==> config.mk <==
export PLATFORM = sky130hd
export DESIGN_NAME = scsi_dma_top
export DESIGN_NICKNAME = d
export VERILOG_FILES = /design/src/hdl/dma_fifo_pkg.sv /design/src/hdl/scsi_bus_pkg.sv /design/src/hdl/scsi_dma_top.sv /design/src/hdl/cpu_scsi_port.sv /design/src/hdl/dma_fifo.sv /design/src/hdl/scsi_bus_sequencer.sv
export SDC_FILE = /design/constraint.sdc
export NUM_CORES = 1
export LEC_CHECK = 0
export BUFFER_PORTS_ARGS = -buffer_cell sky130_fd_sc_hd__buf_2
export CAP_MARGIN = 5
export CORE_ASPECT_RATIO = 1.4
export CORE_UTILIZATION = 54
export CTS_CLUSTER_DIAMETER = 40
export DETAILED_ROUTE_END_ITERATION = 12
export PLACE_DENSITY = 0.75
export SYNTH_ARGS = -nofsm -noshare
export SYNTH_HDL_FRONTEND = slang
export SYNTH_HIERARCHICAL = 1
export SYNTH_SLANG_ARGS = --single-unit
export TNS_END_PERCENT = 30
==> constraint.sdc <==
create_clock -name CLK -period 20.2 [get_ports CLK]
set_input_delay 4.04 -clock CLK [delete_from_list [all_inputs] [get_ports CLK]]
set_output_delay 4.04 -clock CLK [all_outputs]
set_load 0.02 [all_outputs]
==> src/hdl/dma_fifo_pkg.sv <==
// FIFO types assume big-endian longwords with transfer byte 0 in bits 31 to 24
package dma_fifo_pkg;

    typedef logic [31:0] fifo_word_t;
    typedef logic [1:0]  byte_ptr_t;       // Lane within a longword

    // Strobes from the sequencer
    typedef struct packed {
        logic incbo;        // Advance byte pointer
        logic incni;        // Advance next-in pointer
        logic incno;        // Advance next-out pointer
        logic rdfifo;       // Longword leaves toward the IC
        logic rififo;       // Longword written from the IC
    } fifo_ctl_t;

    // Status back to the sequencer
    typedef struct packed {
        logic empty;
        logic full;
        logic boeq3;        // Byte pointer on last lane
        logic rififo_d;     // rififo one clock late
        logic rdfifo_d;     // rdfifo one clock late
    } fifo_stat_t;

endpackage

==> src/hdl/scsi_bus_pkg.sv <==
// Byte bus and CPU cycle types for a SCSI IC reached indirectly through one select line
package scsi_bus_pkg;

    typedef logic [7:0] scsi_byte_t;
    typedef logic       scsi_reg_sel_t;     // 0 address register, 1 data register

    // IC controls, strobes driven by the sequencer
    typedef struct packed {
        logic          cs;
        logic          re;
        logic          we;
        logic          dack;
        scsi_reg_sel_t sel;
        scsi_byte_t    wdata;
    } scsi_bus_t;

    typedef struct packed {
        logic          req;     // Held until dsack is seen
        logic          rw;      // 1 for read
        scsi_reg_sel_t sel;
        scsi_byte_t    wdata;
    } cpu_cycle_t;

    // Sequencer states with their board encodings
    typedef enum logic [4:0] {
        IDLE_DMA_RD = 5'd0,  CPUREQ = 5'd8,  IDLE_DMA_WR = 5'd16,
        C2S_1 = 5'd17, C2S_2 = 5'd26, C2S_3 = 5'd6,  C2S_4 = 5'd22, C2S_5 = 5'd14,
        F2S_1 = 5'd28, F2S_2 = 5'd2,  F2S_3 = 5'd18, F2S_4 = 5'd1,
        S2C_1 = 5'd10, S2C_2 = 5'd30, S2C_3 = 5'd3,  S2C_4 = 5'd19, S2C_5 = 5'd9,
        S2C_6 = 5'd25,
        S2F_1 = 5'd24, S2F_2 = 5'd4,  S2F_3 = 5'd20, S2F_4 = 5'd12
    } seq_state_t;

endpackage
==> src/hdl/scsi_dma_top.sv <==
// Host side of the FIFO is plain push and pop strobes, with no bus mastering, counters or interrupts
module scsi_dma_top #(
    parameter int FIFO_DEPTH = 8
) (
    input  logic                     CLK,
    input  logic                     nRESET,
    input  scsi_bus_pkg::cpu_cycle_t cpu,
    input  logic                     dreq_n,
    input  logic                     dmadir,
    input  logic                     host_push,
    input  logic                     host_pop,
    input  scsi_bus_pkg::scsi_byte_t scsi_rdata,
    input  dma_fifo_pkg::fifo_word_t host_wdata,
    output scsi_bus_pkg::scsi_bus_t  scsi_bus,
    output logic                     dsack,
    output scsi_bus_pkg::scsi_byte_t cpu_rdata,
    output dma_fifo_pkg::fifo_word_t host_rdata,
    output logic                     fifo_empty,
    output logic                     fifo_full
);
    import scsi_bus_pkg::*;
    import dma_fifo_pkg::*;

    scsi_bus_t  bus_ctl;
    fifo_ctl_t  fifo_ctl;
    fifo_stat_t fifo_stat;
    scsi_byte_t fifo_wbyte;
    logic       cpu_req;
    logic       cpu_rw;
    logic       cdsack_n;
    logic       set_dsack;
    logic       cpu2s;
    logic       s2cpu;
    logic       f2s;

    scsi_bus_sequencer seq_i (
        .CLK       (CLK),
        .nRESET    (nRESET),
        .cpu_req   (cpu_req),
        .cpu_rw    (cpu_rw),
        .cdsack_n  (cdsack_n),
        .dreq_n    (dreq_n),
        .dmadir    (dmadir),
        .fifo_stat (fifo_stat),
        .bus_ctl   (bus_ctl),
        .fifo_ctl  (fifo_ctl),
        .set_dsack (set_dsack),
        .cpu2s     (cpu2s),
        .s2cpu     (s2cpu),
        .f2s       (f2s),
        .s2f       ()           // Direction flag not needed at this level
    );

    dma_fifo #(
        .FIFO_DEPTH (FIFO_DEPTH)
    ) fifo_i (
        .CLK        (CLK),
        .nRESET     (nRESET),
        .fifo_ctl   (fifo_ctl),
        .scsi_rdata (scsi_rdata),
        .host_push  (host_push),
        .host_pop   (host_pop),
        .host_wdata (host_wdata),
        .fifo_stat  (fifo_stat),
        .scsi_wbyte (fifo_wbyte),
        .host_rdata (host_rdata),
        .empty      (fifo_empty),
        .full       (fifo_full)
    );

    cpu_scsi_port port_i (
        .CLK        (CLK),
        .nRESET     (nRESET),
        .cpu        (cpu),
        .set_dsack  (set_dsack),
        .scsi_rdata (scsi_rdata),
        .cpu_req    (cpu_req),
        .cpu_rw     (cpu_rw),
        .cdsack_n   (cdsack_n),
        .dsack      (dsack),
        .rdata      (cpu_rdata)
    );

    always_comb begin
        scsi_bus     = bus_ctl;
        scsi_bus.sel = (cpu2s | s2cpu) ? cpu.sel : '0;    // Select only matters in CPU cycles
        if (f2s)
            scsi_bus.wdata = fifo_wbyte;
        else if (cpu2s)
            scsi_bus.wdata = cpu.wdata;
        else
            scsi_bus.wdata = '0;
    end

endmodule

==> src/hdl/cpu_scsi_port.sv <==
// Assumes the CPU holds req with stable fields until dsack and then drops it
module cpu_scsi_port (
    input  logic                     CLK,
    input  logic                     nRESET,
    input  scsi_bus_pkg::cpu_cycle_t cpu,
    input  logic                     set_dsack,
    input  scsi_bus_pkg::scsi_byte_t scsi_rdata,
    output logic                     cpu_req,
    output logic                     cpu_rw,
    output logic                     cdsack_n,
    output logic                     dsack,
    output scsi_bus_pkg::scsi_byte_t rdata
);

    // Termination flag, held until the CPU lets go of req
    always_ff @(posedge CLK or negedge nRESET) begin
        if (!nRESET) begin
            dsack <= 1'b0;
        end else begin
            if (set_dsack)
                dsack <= 1'b1;
            else if (!cpu.req)
                dsack <= 1'b0;
        end
    end

    // IC drives the byte while re and cs are up
    always_ff @(posedge CLK) begin
        if (set_dsack && cpu.rw)
            rdata <= scsi_rdata;
    end

    // A request still held after termination must not start a new cycle
    assign cpu_req  = cpu.req & ~dsack;
    assign cpu_rw   = cpu.rw;
    assign cdsack_n = ~dsack;

endmodule

==> src/hdl/dma_fifo.sv <==
// FIFO_DEPTH must be a power of two, and host push or pop is dropped when a DMA strobe moves that pointer
module dma_fifo #(
    parameter int FIFO_DEPTH = 8
) (
    input  logic                     CLK,
    input  logic                     nRESET,
    input  dma_fifo_pkg::fifo_ctl_t  fifo_ctl,
    input  scsi_bus_pkg::scsi_byte_t scsi_rdata,
    input  logic                     host_push,
    input  logic                     host_pop,
    input  dma_fifo_pkg::fifo_word_t host_wdata,
    output dma_fifo_pkg::fifo_stat_t fifo_stat,
    output scsi_bus_pkg::scsi_byte_t scsi_wbyte,
    output dma_fifo_pkg::fifo_word_t host_rdata,
    output logic                     empty,
    output logic                     full
);
    import dma_fifo_pkg::*;

    localparam int AW = (FIFO_DEPTH > 1) ? $clog2(FIFO_DEPTH) : 1;

    typedef logic [AW:0] fifo_ptr_t;        // Top bit tells full from empty

    fifo_word_t mem [2**AW];
    fifo_word_t in_word;                    // Longword under assembly from the IC
    fifo_word_t in_merged;
    fifo_word_t head;
    fifo_ptr_t  ni;
    fifo_ptr_t  no;
    fifo_ptr_t  used;
    byte_ptr_t  bo;
    logic       rififo_d;
    logic       rdfifo_d;
    logic       host_wr;
    logic       host_rd;

    assign used  = ni - no;
    assign empty = (used == '0);
    assign full  = (used == fifo_ptr_t'(FIFO_DEPTH));

    assign host_wr = host_push & ~full & ~fifo_ctl.incni;
    assign host_rd = host_pop & ~empty & ~fifo_ctl.incno;

    // Lane bo sits at bits 8*(3-bo), byte 0 on top
    assign head       = mem[no[AW-1:0]];
    assign host_rdata = head;
    assign scsi_wbyte = head[{~bo, 3'b000} +: 8];

    always_comb begin
        in_merged = in_word;
        in_merged[{~bo, 3'b000} +: 8] = scsi_rdata;
    end

    always_ff @(posedge CLK) begin
        if (fifo_ctl.incbo)
            in_word <= in_merged;
        if (fifo_ctl.rififo)
            mem[ni[AW-1:0]] <= in_merged;   // Last byte goes straight in
        else if (host_wr)
            mem[ni[AW-1:0]] <= host_wdata;
    end

    always_ff @(posedge CLK or negedge nRESET) begin
        if (!nRESET) begin
            ni       <= '0;
            no       <= '0;
            bo       <= '0;
            rififo_d <= 1'b0;
            rdfifo_d <= 1'b0;
        end else begin
            if (fifo_ctl.incni || host_wr)
                ni <= ni + 1'b1;
            if (fifo_ctl.incno || host_rd)
                no <= no + 1'b1;
            if (fifo_ctl.incbo)
                bo <= bo + 1'b1;            // Wraps back to lane 0
            rififo_d <= fifo_ctl.rififo;
            rdfifo_d <= fifo_ctl.rdfifo;
        end
    end

    assign fifo_stat.empty    = empty;
    assign fifo_stat.full     = full;
    assign fifo_stat.boeq3    = (bo == 2'd3);
    assign fifo_stat.rififo_d = rififo_d;
    assign fifo_stat.rdfifo_d = rdfifo_d;

endmodule

==> src/hdl/scsi_bus_sequencer.sv <==
// CPU register cycles take priority over DMA and every DMA byte runs four clocks
module scsi_bus_sequencer (
    input  logic                     CLK,
    input  logic                     nRESET,
    input  logic                     cpu_req,
    input  logic                     cpu_rw,
    input  logic                     cdsack_n,
    input  logic                     dreq_n,
    input  logic                     dmadir,
    input  dma_fifo_pkg::fifo_stat_t fifo_stat,
    output scsi_bus_pkg::scsi_bus_t  bus_ctl,
    output dma_fifo_pkg::fifo_ctl_t  fifo_ctl,
    output logic                     set_dsack,
    output logic                     cpu2s,
    output logic                     s2cpu,
    output logic                     f2s,
    output logic                     s2f
);
    import scsi_bus_pkg::*;

    seq_state_t state;
    logic       start_s2f;
    logic       start_f2s;
    logic       start_dma_wr;

    // A longword moved last clock must be counted before the next start
    assign start_s2f    = ~dreq_n & ~fifo_stat.full & dmadir & ~cpu_req & ~fifo_stat.rififo_d;
    assign start_f2s    = ~dreq_n & ~fifo_stat.empty & ~dmadir & ~cpu_req & ~fifo_stat.rdfifo_d;
    assign start_dma_wr = ~dmadir & ~cpu_req;

    always_ff @(posedge CLK or negedge nRESET) begin
        if (!nRESET) begin
            state <= IDLE_DMA_RD;
        end else begin
            case (state)
                IDLE_DMA_RD: begin
                    if (start_s2f)
                        state <= S2F_1;
                    else if (cpu_req)
                        state <= CPUREQ;
                    else if (start_dma_wr)
                        state <= IDLE_DMA_WR;
                end
                IDLE_DMA_WR: begin
                    if (start_f2s)
                        state <= F2S_1;
                    else if (cpu_req)
                        state <= CPUREQ;
                    else
                        state <= IDLE_DMA_RD;
                end
                CPUREQ: state <= cpu_rw ? S2C_1 : C2S_1;
                // CPU write to IC
                C2S_1:  state <= C2S_2;
                C2S_2:  state <= C2S_3;
                C2S_3:  state <= C2S_4;
                C2S_4:  state <= C2S_5;
                C2S_5:  state <= cdsack_n ? IDLE_DMA_RD : C2S_5;   // Wait for CPU to let go
                // CPU read from IC
                S2C_1:  state <= S2C_2;
                S2C_2:  state <= S2C_3;
                S2C_3:  state <= S2C_4;
                S2C_4:  state <= S2C_5;
                S2C_5:  state <= S2C_6;
                S2C_6:  state <= cdsack_n ? IDLE_DMA_RD : S2C_6;
                // DMA byte out to IC
                F2S_1:  state <= F2S_2;
                F2S_2:  state <= F2S_3;
                F2S_3:  state <= F2S_4;
                F2S_4:  state <= IDLE_DMA_WR;
                // DMA byte in from IC
                S2F_1:  state <= S2F_2;
                S2F_2:  state <= S2F_3;
                S2F_3:  state <= S2F_4;
                S2F_4:  state <= IDLE_DMA_RD;
                default: state <= IDLE_DMA_RD;
            endcase
        end
    end

    // Per-state output decode
    always_comb begin
        bus_ctl   = '0;     // sel and wdata are filled in at the top
        fifo_ctl  = '0;
        set_dsack = 1'b0;
        cpu2s     = 1'b0;
        s2cpu     = 1'b0;
        f2s       = 1'b0;
        s2f       = 1'b0;

        case (state)
            IDLE_DMA_RD: bus_ctl.dack = start_s2f;
            IDLE_DMA_WR: bus_ctl.dack = start_f2s;
            CPUREQ: begin
                bus_ctl.cs = 1'b1;
                bus_ctl.re = cpu_rw;
                bus_ctl.we = ~cpu_rw;
                s2cpu      = cpu_rw;
                cpu2s      = ~cpu_rw;
            end
            C2S_1, C2S_2: begin
                bus_ctl.cs = 1'b1;
                bus_ctl.we = 1'b1;
                cpu2s      = 1'b1;
            end
            C2S_3: begin
                bus_ctl.cs = 1'b1;     // we released, data held one more clock
                cpu2s      = 1'b1;
                set_dsack  = 1'b1;
            end
            F2S_1, F2S_2, F2S_3: begin
                bus_ctl.we   = 1'b1;
                bus_ctl.dack = 1'b1;
                f2s          = 1'b1;
            end
            F2S_4: begin
                fifo_ctl.incbo  = 1'b1;
                fifo_ctl.incno  = fifo_stat.boeq3;   // Head longword fully sent
                fifo_ctl.rdfifo = fifo_stat.boeq3;
            end
            S2C_1, S2C_2: begin
                bus_ctl.cs = 1'b1;
                bus_ctl.re = 1'b1;
                s2cpu      = 1'b1;
            end
            S2C_3: begin
                bus_ctl.cs = 1'b1;
                bus_ctl.re = 1'b1;
                s2cpu      = 1'b1;
                set_dsack  = 1'b1;     // Read byte latched here
            end
            S2C_4: begin
                bus_ctl.re = 1'b1;
                s2cpu      = 1'b1;
            end
            S2C_5, S2C_6: s2cpu = 1'b1;
            S2F_1: begin
                if (fifo_stat.full) begin
                    fifo_ctl.incni = 1'b1;
                    fifo_ctl.incno = 1'b1;
                end else begin
                    bus_ctl.re   = 1'b1;
                    bus_ctl.dack = 1'b1;
                    s2f          = 1'b1;
                end
            end
            S2F_2, S2F_3: begin
                bus_ctl.re   = 1'b1;
                bus_ctl.dack = 1'b1;
                s2f          = 1'b1;
            end
            S2F_4: begin
                s2f             = 1'b1;
                fifo_ctl.incbo  = 1'b1;
                fifo_ctl.incni  = fifo_stat.boeq3;  // Assembled longword stored
                fifo_ctl.rififo = fifo_stat.boeq3;
            end
            default: ;
        endcase
    end

endmodule

==> run metrics <==
RSZ-0062 raised after global routing no; die area 25990 um2; Post-Synthesis Cells 790; Cell Chain, Critical Path buf_2, nor2_1, a22oi_1, o21ai_0, nor2b_4, a22o_2, buf_2; outcome finished clean; Fmax 98.32 MHz; number of global-route vias before repair 7460; DIE WIDTH 136.5 um; CTS resizes 0; postcts setup bufs 0; routed vias/inst 6.215; Final min period 10.17 ns; CP Max Fanout 6; hold_buf cts 0; PD cells 169.7 nW/um2; type of origin of the critical path input port; Total GRT Usage 0.2533; max incr delay on CP 0.80 ns; DR iter-0 viols 752; Clock Skew 0.01529 ns; syn nets 857; 1st-pass router iterations 5; grt total ovfl 0; Final ANT Viol Nets 0; drt wl/cell 25.44 um; Initial Utilization 0.5528; CTS buffer count 31; final wirelength 31.55 mm; first-pass GRT wire length 46.93 mm; RePlAce Congestion 0.9430; worst min-delay path class flop to flop; maximum root-to-sink buffer count 3; max_slew headroom 0.2462; Synth-to-Final Area Change 13.78%; CTS tree built; Critical Path AT 6.13 ns; final setup fails 0; WHS 0.5404 ns; Slowest cell on crit path o21ai_0; Core ar. 24760 um2; Worst-Skew Late Latency 0.55 ns; Reg clk slew, reported paths 0.06 ns; Peak VDD IR 0.0001156 V; Worst Max-Slew Pin Slew 1.131 ns; Total Power 0.002642 W; I/O pins 113; Die Height 190.4 um; LEAKAGE 5.466 nW; clock root buffer master clkbuf_16; Synth Cell Area 13690 um2; yosys warns 6; CP endpoint kind output port; layout cells sized above 1 0.3243; CP dominant cell by count buf_2; Final Slew Violations 0; period utilization 0.5035; Avg Inst Size Synth 17.32 um2; row cnt 68; Worst R2R Setup Slack 14.86 ns; ant diodes 0; CP Class input port to output port; worst endpoint required time 16.16 ns; via count 7706; Setup TNS 0 ns; H-tree depth 1; NumNets Final 968; initial antenna violation count 0; DRC 0; Hold Vio Cnt, Final 0; largest net degree at the start of global routing 67; Port Buffers 112; max_cap viols 0; CTS sink count 314; post-DP HPWL 19.01 mm
-- per-layer routing --
metal,vias to the layer above,track usage,wire length (um)
met5,-,0,0
met4,0,0.07607,807
met3,54,0.02924,2832
met2,414,0.4123,15540
met1,3896,0.3610,12370
li1,3342,-,-
-- registers in the layout (all words and copies together) (netlist names) --
name,flops
port_i/rdata,8
fifo_i/mem,256
fifo_i/no,4
fifo_i/in_word,32
fifo_i/rififo_d,1
fifo_i/ni,4
fifo_i/rdfifo_d,1
seq_i/state,5
port_i/dsack,1
fifo_i/bo,2
-- power breakdown --
group | internal [W] | leakage [nW] | total, W | switching [W]
Clock | 0.000324 | 0.500 | 0.000564 | 0.000241
Sequential | 0.000934 | 2.92 | 0.00102 | 0.0000842
Combinational | 0.000416 | 2.05 | 0.00106 | 0.000643
Total | 0.00167 | 5.47 | 0.00264 | 0.000968
-- metrics by stage --
stage / std cells / utilization / cell area, um2 / worst slack [ns]
after CTS: 1240 / 0.6289 / 15570 / 10.09
after detailed placement: 1183 / 0.5874 / 14540 / 10.09
final: 1240 / 0.6289 / 15570 / 10.03
after floorplan: 790 / - / 13690 / 10.73
after global routing: 1240 / 0.6289 / 15570 / 9.925
after global placement: 1183 / 0.5874 / 14540 / 10.14
-- critical path, delay by kind of cell --
family	cells	cell delay [ns]
buf+inv	2	0.27
compound gates	3	1.12
simple gates	2	0.69
-- path summary, 6_finish.rpt --
check                                         start                     endpoint  depth (start not counted)
max                                          cpu[9]                  scsi_bus[7]                          7
min                        fifo_i/no[3]$_DFFE_PN0P_     fifo_i/no[3]$_DFFE_PN0P_                          1
max reg2reg                fifo_i/no[2]$_DFFE_PN0P_  fifo_i/mem[6][18]$_DFFE_PP_                         13
min reg2reg                fifo_i/no[3]$_DFFE_PN0P_     fifo_i/no[3]$_DFFE_PN0P_                          1
max in group asynchronous                    nRESET     fifo_i/no[1]$_DFFE_PN0P_                          1
min in group asynchronous                    nRESET   seq_i/state[1]$_DFFE_PN0P_                          1
-- layout make-up --
type | count | area [um2]
inverters | 41 | 153.9
flip-flops and latches | 314 | 9345
clock inverters | 21 | 193.9
well taps | 315 | 394.1
multi-input cells | 386 | 3976
clock buffers | 36 | 834.6
repair buffers | 127 | 673.1
fillers | 1728 | 9188
-- placed cells by master (no fill, tap or decap), types with 31 or more instances in the layout --
| cell | n |
|---|---|
| buf_2 | 112 |
| clkbuf_16 | 31 |
| edfxtp_1 | 296 |
| inv_1 | 41 |
| mux2_1 | 35 |
| mux2_2 | 31 |
| mux4_2 | 67 |
| nand2_1 | 54 |
| o21ai_0 | 48 |
Note: power is estimated with default switching activity, not from simulation.
